File: config.mk
export PLATFORM = sky130hd
export DESIGN_NAME = cp0Top
export DESIGN_NICKNAME = d
export VERILOG_FILES = /design/src/cp0Pkg.sv /design/src/excControl.sv /design/src/cp0Timer.sv /design/src/cp0RegFile.sv /design/src/cp0Top.sv
export VERILOG_INCLUDE_DIRS = /design/src /design/src/src
export SDC_FILE = /design/constraint.sdc
export NUM_CORES = 1
export LEC_CHECK = 0
export BUFFER_PORTS_ARGS = -buffer_cell sky130_fd_sc_hd__clkbuf_2
export CAP_MARGIN = 40
export CORE_ASPECT_RATIO = 1.2
export CORE_MARGIN = 2
export CORE_UTILIZATION = 30
export DETAILED_ROUTE_END_ITERATION = 10
export HOLD_SLACK_MARGIN = 0.1
export PLACE_DENSITY_LB_ADDON = 0.08
export SYNTH_ARGS = -nofsm -noshare
export SYNTH_HDL_FRONTEND = slang
export SYNTH_SLANG_ARGS = --single-unit
File: constraint.sdc
create_clock -name clk -period 6.1 [get_ports clk]
set_clock_uncertainty 0.1 [all_clocks]
set_input_delay 1.22 -clock clk [delete_from_list [all_inputs] [get_ports clk]]
set_output_delay 1.22 -clock clk [all_outputs]
set_load 0.01 [all_outputs]
File: src/cp0_defines.svh
// Data and address widths, interrupt width, CP0 register numbers, PrId and Status reset value
`ifndef CP0_DEFINES_SVH
`define CP0_DEFINES_SVH

// Widths
`define CP0_DATA_W      32
`define CP0_ADDR_W      5
`define HARD_INT_W      6

// Register numbers, select 0 only
`define CP0_BADVADDR    5'd8
`define CP0_COUNT       5'd9
`define CP0_COMPARE     5'd11
`define CP0_STATUS      5'd12
`define CP0_CAUSE       5'd13
`define CP0_EPC         5'd14
`define CP0_PRID        5'd15

// Company 0x00, implementation 0x42, revision 0x20
`define CP0_PRID_VAL    32'h0000_4220

// BEV and ERL set
`define STATUS_RESET    32'h0040_0004

`endif

File: src/cp0Pkg.sv
// Exception kind, ExcCode and level enums; exception request, register write and event structs
`default_nettype none
`include "cp0_defines.svh"

package cp0Pkg;

    typedef enum logic [3:0] {
        excIntr = 4'd0,
        excCpU  = 4'd1,
        excRI   = 4'd2,
        excOv   = 4'd3,
        excTrap = 4'd4,
        excSys  = 4'd5,
        excBp   = 4'd6,
        excAdE  = 4'd7,
        excEret = 4'd8
    } excKind_e;

    // Cause.ExcCode as defined by MIPS32
    typedef enum logic [4:0] {
        codeIntr = 5'd0,
        codeAdEL = 5'd4,
        codeAdES = 5'd5,
        codeSys  = 5'd8,
        codeBp   = 5'd9,
        codeRI   = 5'd10,
        codeCpU  = 5'd11,
        codeOv   = 5'd12,
        codeTr   = 5'd13
    } excCode_e;

    // Bit 1 is ERL, bit 0 is EXL
    typedef enum logic [1:0] {
        levelNormal   = 2'b00,
        levelExc      = 2'b01,
        levelError    = 2'b10,
        levelErrorExc = 2'b11
    } excLevel_e;

    typedef struct packed {
        logic                   valid;
        excKind_e               kind;
        logic                   inSlot;   // Faulting instruction sits in a delay slot
        logic                   isStore;
        logic [`CP0_DATA_W-1:0] pc;
        logic [`CP0_DATA_W-1:0] badAddr;
        logic [1:0]             cpNum;
        logic [1:0]             spare;
    } excReq_t;

    typedef struct packed {
        logic                   en;
        logic [`CP0_ADDR_W-1:0] addr;
        logic [`CP0_DATA_W-1:0] data;
    } regWrite_t;

    typedef struct packed {
        logic     capture;   // Save EPC and BD
        logic     fault;     // Real exception, ERET excluded
        excCode_e code;
        logic [1:0] spare;
    } excEvent_t;

endpackage

`default_nettype wire

File: src/excControl.sv
// Exception-level FSM (EXL/ERL) and ExcCode encoder driving the register file event
`timescale 1ns/1ns
`default_nettype none
`include "cp0_defines.svh"

module excControl (
    input  wire                     clk,
    input  wire                     rst,
    input  wire cp0Pkg::excReq_t    excReq_i,
    input  wire cp0Pkg::regWrite_t  regWr_i,
    output logic                    exl_o,
    output logic                    erl_o,
    output cp0Pkg::excEvent_t       excEvent_o
);
    import cp0Pkg::*;

    localparam logic [`CP0_DATA_W-1:0] statusInit = `STATUS_RESET;

    excLevel_e levelQ;
    excLevel_e levelD;
    excCode_e  codeEnc;
    logic      isFault;
    logic      statusWr;

    assign isFault  = excReq_i.valid && (excReq_i.kind != excEret);
    assign statusWr = regWr_i.en && (regWr_i.addr == `CP0_STATUS);

    assign exl_o = levelQ[0];
    assign erl_o = levelQ[1];

    // ERL is only changed by a Status write
    always_comb begin
        levelD = levelQ;
        if (excReq_i.valid) begin
            if (excReq_i.kind == excEret)
                levelD = excLevel_e'({levelQ[1], 1'b0});
            else
                levelD = excLevel_e'({levelQ[1], 1'b1});
        end else if (statusWr) begin
            levelD = excLevel_e'(regWr_i.data[2:1]);   // ERL, EXL
        end
    end

    always_ff @(posedge clk or posedge rst) begin
        if (rst)
            levelQ <= excLevel_e'(statusInit[2:1]);
        else
            levelQ <= levelD;
    end

    always_comb begin
        case (excReq_i.kind)
            excIntr: codeEnc = codeIntr;
            excCpU:  codeEnc = codeCpU;
            excRI:   codeEnc = codeRI;
            excOv:   codeEnc = codeOv;
            excTrap: codeEnc = codeTr;
            excSys:  codeEnc = codeSys;
            excBp:   codeEnc = codeBp;
            excAdE:  codeEnc = excReq_i.isStore ? codeAdES : codeAdEL;
            default: codeEnc = codeIntr;   // ERET, not recorded
        endcase
    end

    // Nested exceptions keep the first EPC
    always_comb begin
        excEvent_o.capture = isFault && !exl_o;
        excEvent_o.fault   = isFault;
        excEvent_o.code    = codeEnc;
        excEvent_o.spare   = 2'b00;
    end

    levelKnown: assert property (
        @(posedge clk) disable iff (rst) !$isunknown(levelQ)
    ) else $error("exception level unknown");

    // A capture enters EXL, so the next exception is nested
    captureSetsExl: assert property (
        @(posedge clk) disable iff (rst)
        excEvent_o.capture |=> exl_o && !excEvent_o.capture
    ) else $error("capture not followed by EXL set or raised again with EXL set");

endmodule

`default_nettype wire

File: src/cp0Timer.sv
// Count/Compare registers and latched timer interrupt
`timescale 1ns/1ns
`default_nettype none
`include "cp0_defines.svh"

module cp0Timer (
    input  wire                         clk,
    input  wire                         rst,
    input  wire                         excValid_i,
    input  wire cp0Pkg::regWrite_t      regWr_i,
    output logic [`CP0_DATA_W-1:0]      count_o,
    output logic [`CP0_DATA_W-1:0]      compare_o,
    output logic                        timerInt_o
);
    logic countWr;
    logic compareWr;
    logic match;

    // Exception in the same cycle drops the write
    assign countWr   = regWr_i.en && !excValid_i && (regWr_i.addr == `CP0_COUNT);
    assign compareWr = regWr_i.en && !excValid_i && (regWr_i.addr == `CP0_COMPARE);

    assign match = (compare_o != '0) && (count_o == compare_o);

    always_ff @(posedge clk or posedge rst) begin
        if (rst)
            count_o <= '0;
        else if (countWr)
            count_o <= regWr_i.data;
        else
            count_o <= count_o + 32'd1;
    end

    always_ff @(posedge clk or posedge rst) begin
        if (rst)
            compare_o <= '0;
        else if (compareWr)
            compare_o <= regWr_i.data;
    end

    always_ff @(posedge clk or posedge rst) begin
        if (rst) begin
            timerInt_o <= 1'b0;
        end else if (compareWr) begin
            timerInt_o <= 1'b0;   // Acknowledge
        end else if (match) begin
            timerInt_o <= 1'b1;
        end
    end

    noIntWithZeroCompare: assert property (
        @(posedge clk) disable iff (rst) timerInt_o |-> compare_o != '0
    ) else $error("timer interrupt set with Compare zero");

endmodule

`default_nettype wire

File: src/cp0RegFile.sv
// Status, Cause, EPC and BadVAddr registers, field write masks, read mux and user-mode flag
`timescale 1ns/1ns
`default_nettype none
`include "cp0_defines.svh"

module cp0RegFile (
    input  wire                         clk,
    input  wire                         rst,
    input  wire cp0Pkg::excReq_t        excReq_i,
    input  wire cp0Pkg::excEvent_t      excEvent_i,
    input  wire                         exl_i,
    input  wire                         erl_i,
    input  wire cp0Pkg::regWrite_t      regWr_i,
    input  wire [`HARD_INT_W-1:0]       hardInt_i,
    input  wire [`CP0_DATA_W-1:0]       count_i,
    input  wire [`CP0_DATA_W-1:0]       compare_i,
    input  wire [`CP0_ADDR_W-1:0]       rdAddr_i,
    output logic [`CP0_DATA_W-1:0]      rdData_o,
    output logic                        usermode_o,
    output logic [`CP0_DATA_W-1:0]      statusQ_o,
    output logic [`CP0_DATA_W-1:0]      causeQ_o,
    output logic [`CP0_DATA_W-1:0]      epcQ_o
);
    import cp0Pkg::*;

    localparam logic [`CP0_DATA_W-1:0] statusInit = `STATUS_RESET;

    logic                   cu0;
    logic                   bev;
    logic [7:0]             im;
    logic                   um;
    logic                   ie;
    logic                   bd;
    logic [1:0]             ce;
    logic                   iv;
    logic [`HARD_INT_W-1:0] ipHw;
    logic [1:0]             ipSw;
    excCode_e               excCode;
    logic [`CP0_DATA_W-1:0] epc;
    logic [`CP0_DATA_W-1:0] badVAddr;
    logic                   wrEn;

    assign wrEn = regWr_i.en && !excReq_i.valid;

    assign statusQ_o = {3'b0, cu0, 5'b0, bev, 6'b0, im, 3'b0, um, 1'b0, erl_i, exl_i, ie};
    assign causeQ_o  = {bd, 1'b0, ce, 4'b0, iv, 7'b0, ipHw, ipSw, 1'b0, excCode, 2'b0};
    assign epcQ_o    = epc;

    assign usermode_o = um & ~(exl_i | erl_i);

    // Writable Status fields: CU0, BEV, IM, UM, IE
    always_ff @(posedge clk or posedge rst) begin
        if (rst) begin
            cu0 <= statusInit[28];
            bev <= statusInit[22];
            im  <= statusInit[15:8];
            um  <= statusInit[4];
            ie  <= statusInit[0];
        end else if (wrEn && (regWr_i.addr == `CP0_STATUS)) begin
            cu0 <= regWr_i.data[28];
            bev <= regWr_i.data[22];
            im  <= regWr_i.data[15:8];
            um  <= regWr_i.data[4];
            ie  <= regWr_i.data[0];
        end
    end

    always_ff @(posedge clk or posedge rst) begin
        if (rst) begin
            bd      <= 1'b0;
            ce      <= 2'b00;
            iv      <= 1'b0;
            ipHw    <= '0;
            ipSw    <= 2'b00;
            excCode <= codeIntr;
        end else begin
            ipHw <= hardInt_i;   // IP[7:2] sampled every edge
            if (excEvent_i.fault) begin
                excCode <= excEvent_i.code;
                if (excEvent_i.capture)
                    bd <= excReq_i.inSlot;
                if (excReq_i.kind == excCpU)
                    ce <= excReq_i.cpNum;
            end else if (wrEn && (regWr_i.addr == `CP0_CAUSE)) begin
                iv   <= regWr_i.data[23];
                ipSw <= regWr_i.data[9:8];
            end
        end
    end

    always_ff @(posedge clk or posedge rst) begin
        if (rst) begin
            epc      <= '0;
            badVAddr <= '0;
        end else if (excEvent_i.fault) begin
            if (excEvent_i.capture)
                epc <= excReq_i.inSlot ? excReq_i.pc - 32'd4 : excReq_i.pc;   // Branch address
            if (excReq_i.kind == excAdE)
                badVAddr <= excReq_i.badAddr;
        end else if (wrEn) begin
            case (regWr_i.addr)
                `CP0_EPC:      epc <= regWr_i.data;
                `CP0_BADVADDR: badVAddr <= regWr_i.data;
                default:       ;
            endcase
        end
    end

    always_comb begin
        case (rdAddr_i)
            `CP0_BADVADDR: rdData_o = badVAddr;
            `CP0_COUNT:    rdData_o = count_i;
            `CP0_COMPARE:  rdData_o = compare_i;
            `CP0_STATUS:   rdData_o = statusQ_o;
            `CP0_CAUSE:    rdData_o = causeQ_o;
            `CP0_EPC:      rdData_o = epc;
            `CP0_PRID:     rdData_o = `CP0_PRID_VAL;
            default:       rdData_o = '0;
        endcase
    end

    // Event from the FSM must match the request seen here
    faultNeedsRequest: assert property (
        @(posedge clk) disable iff (rst)
        excEvent_i.fault |-> excReq_i.valid && (excReq_i.kind != excEret)
    ) else $error("fault event without a valid exception request");

endmodule

`default_nettype wire

File: src/cp0Top.sv
// CP0 top level connecting the exception FSM, timer and register file
`timescale 1ns/1ns
`default_nettype none
`include "cp0_defines.svh"

module cp0Top (
    input  wire                         clk,
    input  wire                         rst,
    input  wire cp0Pkg::excReq_t        excReq_i,
    input  wire cp0Pkg::regWrite_t      regWr_i,
    input  wire [`CP0_ADDR_W-1:0]       rdAddr_i,
    input  wire [`HARD_INT_W-1:0]       hardInt_i,
    output logic [`CP0_DATA_W-1:0]      rdData_o,
    output logic                        usermode_o,
    output logic                        timerInt_o,
    output logic [`CP0_DATA_W-1:0]      statusQ_o,
    output logic [`CP0_DATA_W-1:0]      causeQ_o,
    output logic [`CP0_DATA_W-1:0]      epcQ_o
);
    import cp0Pkg::*;

    excEvent_t              excEvent;
    logic                   exl;
    logic                   erl;
    logic [`CP0_DATA_W-1:0] count;
    logic [`CP0_DATA_W-1:0] compare;

    excControl excControl_i (
        .clk        (clk),
        .rst        (rst),
        .excReq_i   (excReq_i),
        .regWr_i    (regWr_i),
        .exl_o      (exl),
        .erl_o      (erl),
        .excEvent_o (excEvent)
    );

    cp0Timer cp0Timer_i (
        .clk        (clk),
        .rst        (rst),
        .excValid_i (excReq_i.valid),   // ERET also blocks writes
        .regWr_i    (regWr_i),
        .count_o    (count),
        .compare_o  (compare),
        .timerInt_o (timerInt_o)
    );

    cp0RegFile cp0RegFile_i (
        .clk        (clk),
        .rst        (rst),
        .excReq_i   (excReq_i),
        .excEvent_i (excEvent),
        .exl_i      (exl),
        .erl_i      (erl),
        .regWr_i    (regWr_i),
        .hardInt_i  (hardInt_i),
        .count_i    (count),
        .compare_i  (compare),
        .rdAddr_i   (rdAddr_i),
        .rdData_o   (rdData_o),
        .usermode_o (usermode_o),
        .statusQ_o  (statusQ_o),
        .causeQ_o   (causeQ_o),
        .epcQ_o     (epcQ_o)
    );

endmodule

`default_nettype wire

# == Word-level counts from Yosys, hierarchy flattened ==
# Index checks and enable logic that the tools add are counted.
# classes
eq_ne,25
add_sub_neg,2
n_bitwise,5
muxes,18
reduce_logical,23
# op_table
operator,count
$mux W32,10
$pmux W32 S7,1
$eq A5 B4 Y1 const B,13
$pmux W5 S7,1
$add A32 B1 Y32 const B,1
$eq A32 B32 Y1,1
$reduce_bool A32 Y1,1
$sub A32 B3 Y32 const B,1
$eq A4 B3 Y1 const B,4
$reduce_bool A2 Y1,5
$logic_and A1 B1 Y1,9
$eq A4 B2 Y1 const B,2
$reduce_and A2 Y1,4
$reduce_and A3 Y1,2
$eq A4 B1 Y1 const B,1
$eq A4 B4 Y1 const B,1
$mux W1,4
$mux W2,2
$ne A2 B1 Y1 const B,2
$ne A4 B4 Y1 const B,1
$not A1 Y1,3
$logic_not A1 Y1,2
$and A1 B1 Y1,1
$or A1 B1 Y1,1
# totals
register_bits,160
inputBits,126
out_inout_bits,130
word_cells,91

# == Logic depth before layout (Yosys ltp) ==
# Gate-level depths: netlist of the first run.
# depth
ltp_word,5
depth_mapped,8

# == Cells and area by module ==
# Synthesis of the first run repeated with hierarchy kept, for this count alone.
# unflattened
hier_cells,983
hier_area_um2,9475.3
# by_module_without_submodules
module,cells_each,seq_area_each_um2,area_each_um2,instances
cp0RegFile,629,2328.5,5816.8,1
cp0Timer,317,1626.6,3392.0,1
excControl,37,51.3,266.5,1

# == Worst setup path before layout of the first run ==
# OpenSTA, ideal clock, no wires.
# synth_timing
path_type,input to output
start,input port rdAddr_i[1]
end,output port rdData_o[0]
arrival_ps,2864
slack_ps,1916
stages,6
required_ps,4780
cell_sequence,or3b_2 -> nor3_1 -> clkbuf_1 -> clkbuf_1 -> a22oi_1 -> nand2_1
# synth_between
elab_chain_len,2
word_cells_on_any_way,8
classes_between,eq/ne: 7; mux: 1
# synth_rtl
element,line,text
start: declaration,cp0Top.sv:11,"input wire [`CP0_ADDR_W-1:0] rdAddr_i,"
$eq A5 B4 Y1,cp0RegFile.sv:110,case (rdAddr_i)
$pmux W32 S7 (*),cp0RegFile.sv:110,
end: declaration,cp0Top.sv:13,"output logic [`CP0_DATA_W-1:0] rdData_o,"
# Every way passes the cells marked *; elsewhere a longest branch is shown, timed or not.

# == Worst setup path in the final report of the first run ==
# layout_timing
start,input port rdAddr_i[3]
end,output port rdData_o[3]
# Same word-level chain as after synthesis.

==> impl_metrics.toml, run 1 <==
[run_status]
outcome = "finished, final reports clean"

[yosys]
synth_top_area_share_pct = 43.3
async_reset_ff_share_pct = 100
synth_seq_cells = 159
yosysWarnings = 0
ys.flop_type = "dfrtp_1"
synth_area_leaders = "dfrtp_1, mux2_2, xor2_1"
synth.largest_area_cell = "dfrtp_1"
ys_types = 53
seq_area_frac_synth_pct = 43.9
synthMostInstantiatedCell = "dfrtp_1"
synth-edff-count = 0
syn_avg_cell_area_sq_um = 9.47
ys_top_cells_by_count = "dfrtp_1, nand2_1, nor2_1, xor2_1"
syn_inst = 957
netlist_area_sq_um = 9070

[drt]
wl_um = 35000
firstDrtPassIters = 5
via_count = 8053
drtAntennaViolNets = 0
drt-initial-drc-count = 665
drc_errors = 0
routedWlPerCell_um = 22.6
vias_per_cell = 5.20

[clocking]
clockBufferDepth = 2
cts_tree = "built"
cts_root_buf = "clkbuf_16"
cts_made_buffers = 17
cts.sinks = 159
insertion_delay_ns = 0.44
hold_buffers = 0
clk_pin_slew_ns = 0.07
ctsResizeCount = 0
cts_setup_buffers = 0
h-tree-depth = 4

[power_and_ir_drop]
power.switching_mw = 1.26
pwr-share-comb_pct = 22.8
power.internal_mw = 2.36
clkPwrFrac_pct = 32.1
swShare_pct = 34.8
seq_power_share_pct = 45.1
vdd_drop_max_uv = 191
cellPowerDensity_nw_per_um2 = 326
leakage_nw = 4.99

[floorplanning]
core_area_sq_um = 29700
dieArea_sq_um = 31600
rows = 69
die_x_um = 163
die_h_um = 194
num_io_pins = 256
start_util_pct = 30.5

[timing]
slew_viol_final = 0
setup_viol = 0
hold_violations = 0
fin_crit_sh_pct = 69.3
max_freq_mhz = 236
worst_pin_slew_ns = 0.745
period_needed_ns = 4.23
relSlewSlack_pct = 50.2
setup_tns_ns = 0
whs_ns = 0.434
rsz0062_at_grt = "no"

[placed_design]
gp_congestion = 0.924
dp_hpwl_um = 27400
placed_cells = 1515
port_buffers = 219

[layout]
fillCellCount = 3082
layout.nets = 1272
area_delta_synth_final_pct = 22.6
stdcell_count = 1548
layout-drive-gt1-share_pct = 30.3

[global_routing]
grt_start_max_net_pins = 75
grt_usage_pct = 22.3
grt_pass1_vias = 7855
antenna_found_initial = 1
grt.overflow.total = 0
grt_pass1_wl_um = 52100

[worst_setup_path]
crit_family = "simple AND/OR/NAND/NOR gates"
cp_max_fo = 29
criticalPathCategory = "in -> out"
cp.required_ns = 4.78
max_stage_delay_ns = 0.47
cp.arrival_ns = 2.91
path_buf_inv = 3
cpMaxStageDelayCell = "nor3b_1"
worstPathCellList = "clkbuf_2 -> nand2_1 -> nor3b_1 -> nor2b_2 -> buf_4 -> a22oi_1 -> nand2_1 -> clkbuf_2"
cp-end-kind = "output pin"
cp-start-kind = "input port"

[min_path]
min_path_type = "reg -> reg"

[run]
maxCapViolCount = 0
## final timing paths
path	startpoint	end	slack [ns]	depth (start not counted)
worst max-delay path	rdAddr_i[3]	rdData_o[3]	1.87	8
worst min-delay path	cp0Timer_i.timerInt_o	cp0Timer_i.timerInt_o	0.43	1
worst max register to register	cp0Timer_i.count_o[3]	cp0Timer_i.count_o[7]	3.86	5
worst min register to register	cp0Timer_i.timerInt_o	cp0Timer_i.timerInt_o	0.43	1
max in group asynchronous	rst	cp0RegFile_i.badVAddr[20]	4.03	3
min in group asynchronous	rst	cp0Timer_i.count_o[12]	0.77	2
## registers in the layout (all words and copies together) (netlist names), 4 cells and up
| name | cells |
|---|---|
| cp0Timer_i.count_o | 32 |
| cp0Timer_i.compare_o | 32 |
| cp0RegFile_i.im | 8 |
| cp0RegFile_i.epcQ_o | 32 |
| cp0RegFile_i.badVAddr | 32 |
| cp0RegFile_i.excCode | 4 |
| cp0RegFile_i.ipHw | 6 |
## worst reg2reg max path, stage by stage, from the launching register on
cell and delay, ns:
dfrtp_1 0.52, nand3_1 0.29, nor2_1 0.66, nand2_1 0.15
xnor2_1 0.15, mux2_2 0.26
## final cells by class
| type | instances | area [sq um] | share of cell area (%) |
|---|---|---|---|
| Sequential cell | 159 | 3980 | 35.8 |
| Inverter | 7 | 31.3 | 0.282 |
| Tap cell | 390 | 488 | 4.39 |
| Clock inverter | 13 | 186 | 1.68 |
| Timing Repair Buffer | 240 | 1280 | 11.5 |
| Multi-Input combinational cell | 719 | 4690 | 42.2 |
| Antenna cell | 1 | 2.50 | 0.0225 |
| Clock buffer | 19 | 453 | 4.08 |
## per-stage QoR
| step | area (sq um) | power (mW) | utilization [%] | worst slack [ns] |
|---|---|---|---|---|
| after floorplan | 9190 | 2.06 | - | 0.492 |
| after global placement | 10400 | 2.47 | 35.1 | 1.59 |
| after detailed placement | 10500 | 2.48 | 35.3 | 1.85 |
| after CTS | 11100 | 3.66 | 37.4 | 1.84 |
| after global routing | 11100 | 3.82 | 37.4 | 1.74 |
| final | 11100 | 3.63 | 37.4 | 1.87 |
## metal layers
layer	wire length (um)	GRT usage, %
met1	16900	33.7
met2	15500	32.8
met3	1660	3.09
met4	842	6.98
met5	0	0
## cell usage in the layout (no fill, tap or decap), types with 5 or more instances in the layout
master	Yosys	routed
a21o_1	5	5
a21oi_1	36	36
a221o_1	13	13
a222oi_1	8	8
a22o_1	13	13
a22oi_1	39	39
a31oi_1	32	31
and3_1	6	6
buf_4	42	19
clkbuf_16	0	17
clkbuf_2	0	219
conb_1	1	34
dfrtp_1	157	157
inv_1	7	6
mux2_2	58	58
nand2_1	118	117
nand3_1	21	21
nand4_1	18	18
nor2_1	86	85
nor3_1	14	11
nor3b_1	6	5
nor4_1	26	25
o21ai_0	18	18
o221ai_1	13	13
o31ai_1	8	8
or3_1	11	11
or4_1	9	9
xnor2_1	20	20
xor2_1	64	64
## power groups by stage
stage / Sequential, mW / Combinational (mW) / Clock [mW]
global placement: 1.65 / 0.819 / 0
CTS: 1.63 / 0.835 / 1.19
global route: 1.67 / 0.914 / 1.24
finish: 1.64 / 0.826 / 1.17
detailed placement: 1.65 / 0.832 / 0
floorplan: 1.50 / 0.560 / 0
## cells by family after synthesis
kind of cell             share of synthesized area [%]
multiplexers                                      7.31
buffers and inverters                             6.39
AND/OR/NAND/NOR                                   17.9
adder cells (fa/ha/maj)                          0.276
XOR/XNOR                                          8.11
AO/OA/AOI/OAI                                     16.1
flip-flops                                        43.9
other                                           0.0414
No activity file was read; power rests on OpenSTA's default activity.
==> inputs of run 2 (changes only) <==
clock period = 4.3 ns   (was 6.1 ns; I/O delays follow)
==> impl_metrics.toml, run 2 (synthesis results as in run 1) <==
[run]
maxCapViolCount = 0

[timing]
fin_crit_sh_pct = 81.2
setup_tns_ns = 0
worst_pin_slew_ns = 0.848
rsz0062_at_grt = "no"
max_freq_mhz = 287
slew_viol_final = 0
hold_violations = 0
relSlewSlack_pct = 43.5
setup_viol = 0
setup_ws_ns = 0.810
period_needed_ns = 3.49

[floorplanning]
die_h_um = 194
die_x_um = 163
num_io_pins = 256
core_area_sq_um = 29700
start_util_pct = 30.5
dieArea_sq_um = 31600
rows = 69

[worst_setup_path]
worstPathCellList = "clkbuf_2 -> or3b_2 -> nor3_2 -> buf_4 -> a22o_1 -> a221o_1 -> clkbuf_2"
cp-start-kind = "input port"
crit_family = "buffers and inverters"
cp.required_ns = 3.34
path_buf_inv = 3
criticalPathCategory = "in -> out"
cpMaxStageDelayCell = "or3b_2"
max_stage_delay_ns = 0.50
critPathMostFrequentCell = "clkbuf_2"
cp-end-kind = "output pin"
cp.arrival_ns = 2.53
cp_max_fo = 32

[global_routing]
busiest_layer = "met1"
use_met2_pct = 33.0
antenna_found_initial = 2
met3_usage_pct = 2.77
grt_usage_pct = 22.4
grt_pass1_wl_um = 51900
grt_use_met1_pct = 33.6
grt_pass1_vias = 7872
grt_start_max_net_pins = 65
grt.overflow.total = 0

[run_status]
outcome = "finished, final reports clean"

[min_path]
min_path_type = "in -> async"

[clocking]
hold_buffers = 0
h-tree-depth = 4
insertion_delay_ns = 0.43
cts_made_buffers = 17
cts.sinks = 159
clockBufferDepth = 2
cts_setup_buffers = 0
cts_root_buf = "clkbuf_16"
ctsResizeCount = 0
cts_tree = "built"
clk_pin_slew_ns = 0.06

[layout]
multiInputGateArea_sq_um = 4690
regArea_sq_um = 3980
final_cell_mix = "clkbuf_2, dfrtp_1, nand2_1"
fillCellCount = 3101
layout.nets = 1276
area_delta_synth_final_pct = 22.8
final_common_cell = "clkbuf_2"
layout-drive-gt1-share_pct = 30.3

[placed_design]
gp_congestion = 0.951
dp_hpwl_um = 27700
port_buffers = 219
dp_slack_ns = 0.842

[drt]
drt-initial-drc-count = 614
firstDrtPassIters = 5
via_count = 8197
vias_per_cell = 5.28
routedWlPerCell_um = 22.9
wl_um = 35500
drtAntennaViolNets = 0
drc_errors = 0

[power_and_ir_drop]
cellPowerDensity_nw_per_um2 = 459
power.switching_mw = 1.77
pwr-share-comb_pct = 23.0
clkPwrFrac_pct = 31.6
total_power_mw = 5.11
power.internal_mw = 3.34
seq_power_share_pct = 45.3
swShare_pct = 34.7
vdd_drop_max_uv = 263
leakage_nw = 4.99
==> run 2: changes by cell type in the layout (fill, tap and decap cells not counted), moves of 2 or more <==
cell	previous run	this run
clkinv_4	2	0
clkbuf_1	0	3
clkinvlp_4	4	6
buf_4	19	22
inv_6	2	0
==> run 2: final timing paths <==
check,to,slack (ns),depth (start not counted),startpoint
worst max-delay path,rdData_o[27],0.81,7,rdAddr_i[1]
worst min-delay path,cp0RegFile_i.ipHw[4],0.37,2,rst
worst max register to register,cp0Timer_i.count_o[28],2.08,6,cp0Timer_i.count_o[0]
worst min register to register,cp0RegFile_i.ipSw[0],0.43,1,cp0RegFile_i.ipSw[0]
max in group asynchronous,cp0RegFile_i.epcQ_o[13],2.97,3,rst
min in group clk,cp0RegFile_i.ipSw[0],0.43,1,cp0RegFile_i.ipSw[0]
==> run 2: power by group through the flow <==
stage | Sequential [mW] | Clock, mW | Combinational [mW]
final | 2.32 | 1.62 | 1.18
after CTS | 2.31 | 1.65 | 1.19
after global routing | 2.36 | 1.71 | 1.29
after detailed placement | 2.33 | 0 | 1.19
after global placement | 2.33 | 0 | 1.17
after floorplan | 2.13 | 0 | 0.795
==> run 2: layer usage <==
metal / part of all wire [%] / routed length (um)
met5: 0 / 0
met3: 5.4 / 1910
met4: 2.7 / 956
met1: 47 / 16800
met2: 45 / 15800
==> run 2: cell type report <==
type	count	area share [%]
multi-input combinational	719	42.1
timing repair buffer	244	11.9
clock inverter	10	1.46
tap	390	4.38
inverter	7	0.270
clock buffer	21	4.05
sequential	159	35.8
antenna	2	0.0450
==> run 2: stage by stage <==
step | cells | hold WS, ns | util, % | cell area, sq um
floorplan | 990 | 0.396 | - | 9190
global placement | 1519 | 0.419 | 35.4 | 10500
detailed placement | 1519 | 0.417 | 35.4 | 10500
CTS | 1550 | 0.363 | 37.5 | 11100
global route | 1552 | 0.396 | 37.5 | 11100
finish | 1552 | 0.372 | 37.5 | 11100
==> inputs of run 3 (changes only) <==
ABC_AREA = 1   (was default)
clock period = 3.05 ns   (was 4.3 ns; I/O delays follow)
==> impl_metrics.toml, run 3 <==
[placed_design]
port_buffers = 219
dp_hpwl_um = 33400
dp_slack_ns = 0.219
gp_congestion = 0.931

[timing]
worst_pin_slew_ns = 0.566
whs_ns = 0.174
max_freq_mhz = 350
setup_viol = 0
hold_violations = 0
relSlewSlack_pct = 61.8
setup_ws_ns = 0.189
setup_tns_ns = 0
fin_crit_sh_pct = 93.8
slew_viol_final = 0
period_needed_ns = 2.86
rsz0062_at_grt = "no"

[yosys]
netlist_area_sq_um = 10400
synthMostInstantiatedCell = "nand2_1"
synth-edff-count = 0
synth_area_leaders = "dfrtp_1, nand2_1, o21ai_0"
ys_types = 42
seq_area_frac_synth_pct = 38.4
synth.largest_area_cell = "dfrtp_1"
syn_avg_cell_area_sq_um = 6.83
synth_top_area_share_pct = 37.9
synth_seq_cells = 159
async_reset_ff_share_pct = 100
ys_top_cells_by_count = "nand2_1, inv_1, o21ai_0, nor2_1, dfrtp_1"
syn_inst = 1518
yosysWarnings = 0
ys.flop_type = "dfrtp_1"

[layout]
final_common_cell = "nand2_1"
layout.nets = 1853
final_cell_mix = "nand2_1, clkbuf_2, inv_1"
area_delta_synth_final_pct = 21.2
layout-drive-gt1-share_pct = 18.9

[global_routing]
grt.overflow.total = 0
antenna_found_initial = 1
grt_pass1_vias = 10070
grt_pass1_wl_um = 62500
grt_start_max_net_pins = 90
grt_usage_pct = 23.0

[floorplanning]
dieArea_sq_um = 36100
die_h_um = 208
rows = 74
num_io_pins = 256
start_util_pct = 30.4
core_area_sq_um = 34100
die_x_um = 174

[worst_setup_path]
cp-start-kind = "input port"
cp-end-kind = "output pin"
criticalPathCategory = "in -> out"
cp.required_ns = 2.34
rr_startpoint = "cp0Timer_i.count_o[0]"
r2r_setup_slack_ns = 0.96
r2r-end = "cp0Timer_i.count_o[22]"
worst-r2r-cell-count = 9
cp_max_fo = 16
crit_path_start = "rdAddr_i[2]"
cp.arrival_ns = 2.15

[clocking]
h-tree-depth = 4
ctsResizeCount = 0
clockBufferDepth = 2
clk_pin_slew_ns = 0.07
cts_made_buffers = 17
cts.sinks = 159
insertion_delay_ns = 0.44
cts_root_buf = "clkbuf_16"
cts_tree = "built"
cts_setup_buffers = 0

[drt]
routedWlPerCell_um = 18.9
vias_per_cell = 4.78
firstDrtPassIters = 6
drtAntennaViolNets = 0
via_count = 10478
wl_um = 41500
drc_errors = 0
drt-initial-drc-count = 630

[min_path]
min_from = "hardInt_i[0]"
hold_path_depth = 1
min_path_type = "in -> reg"
holdPathEnd = "cp0RegFile_i.ipHw[0]"

[power_and_ir_drop]
leakage_nw = 6.20
cellPowerDensity_nw_per_um2 = 549
vdd_drop_max_uv = 403

[run]
maxCapViolCount = 0

[run_status]
outcome = "finished, final reports clean"
==> run 3: cell types whose count changed in the layout (fill, tap and decap cells not counted), sizes merged, moves of 32 or more <==
cell	before	now
nand2	118	439
o21ai	18	207
inv	6	190
nor2	86	179
mux2	58	1
xor2	64	17
a22oi	39	0
a21oi	36	68
==> run 3: routing by layer <==
layer,vias up,global-route usage (%),part of all wire [%]
li1,5164,-,-
met5,-,0,0
met4,0,6.66,2.1
met3,36,3.00,4.0
met1,4985,32.3,47
met2,293,37.1,47
==> run 3: where the power goes <==
| group | leakage [nW] | total, mW | switching (mW) | internal [mW] |
|---|---|---|---|---|
| clock | 0.276 | 2.26 | 0.953 | 1.31 |
| combinational | 3.94 | 1.69 | 1.02 | 0.667 |
| sequential | 1.98 | 2.95 | 0.446 | 2.51 |
| total | 6.20 | 6.90 | 2.42 | 4.48 |
==> run 3: area by class of cell <==
| type | count | area (sq um) |
|---|---|---|
| repair buffers | 249 | 1470 |
| clock inverters | 13 | 166 |
| fillers | 3833 | 21500 |
| diodes | 1 | 2.50 |
| well taps | 456 | 571 |
| flip-flops and latches | 159 | 3980 |
| multi-input cells | 1107 | 5210 |
| inverters | 191 | 721 |
| clock buffers | 18 | 439 |
==> run 3: kinds of logic after synthesis <==
| kind of cell | Yosys count | synth area share [%] |
|---|---|---|
| other cells | 1 | 0.0362 |
| simple gates | 713 | 27.7 |
| compound gates | 307 | 16.7 |
| flops | 159 | 38.4 |
| buf+inv | 285 | 12.6 |
| mux | 1 | 0.109 |
| xor+xnor | 50 | 4.22 |
| fa+ha+maj | 2 | 0.241 |
==> run 3: worst max path at each step <==
stage | end | slack, ns | depth (start not counted)
floorplan | cp0RegFile_i.badVAddr[0] | 0.33 | 1
detailed placement | rdData_o[10] | 0.22 | 9
global route | rdData_o[18] | 0.10 | 9
finish | rdData_o[26] | 0.19 | 9
global placement | rdData_o[7] | 0.21 | 10
CTS | rdData_o[10] | 0.22 | 9
==> run 3: stage by stage <==
stage	power [mW]	instances	utilization, %	instance area (sq um)
final	6.90	2194	36.9	12600
after global routing	7.30	2194	36.9	12600
after CTS	6.97	2193	36.9	12600
after detailed placement	4.69	2161	35.1	11900
after global placement	4.66	2160	35.0	11900
after floorplan	3.97	1551	-	10500
==> run 3: worst max-delay path, stage by stage <==
cell and delay, ns:
clkbuf_2 0.11, nor3_1 0.24, nand3_1 0.17, inv_2 0.32, nand2_1 0.08, o21ai_0 0.24, a21oi_1 0.06, o21ai_0 0.12
clkbuf_2 0.17
==> run 3: what timing repair did <==
| item | in CTS | in global routing |
|---|---|---|
| endpoints found under the setup margin | 0 | 0 |
| hold endpoints to repair | 5 | 0 |
| hold buffers | 1 | 0 |
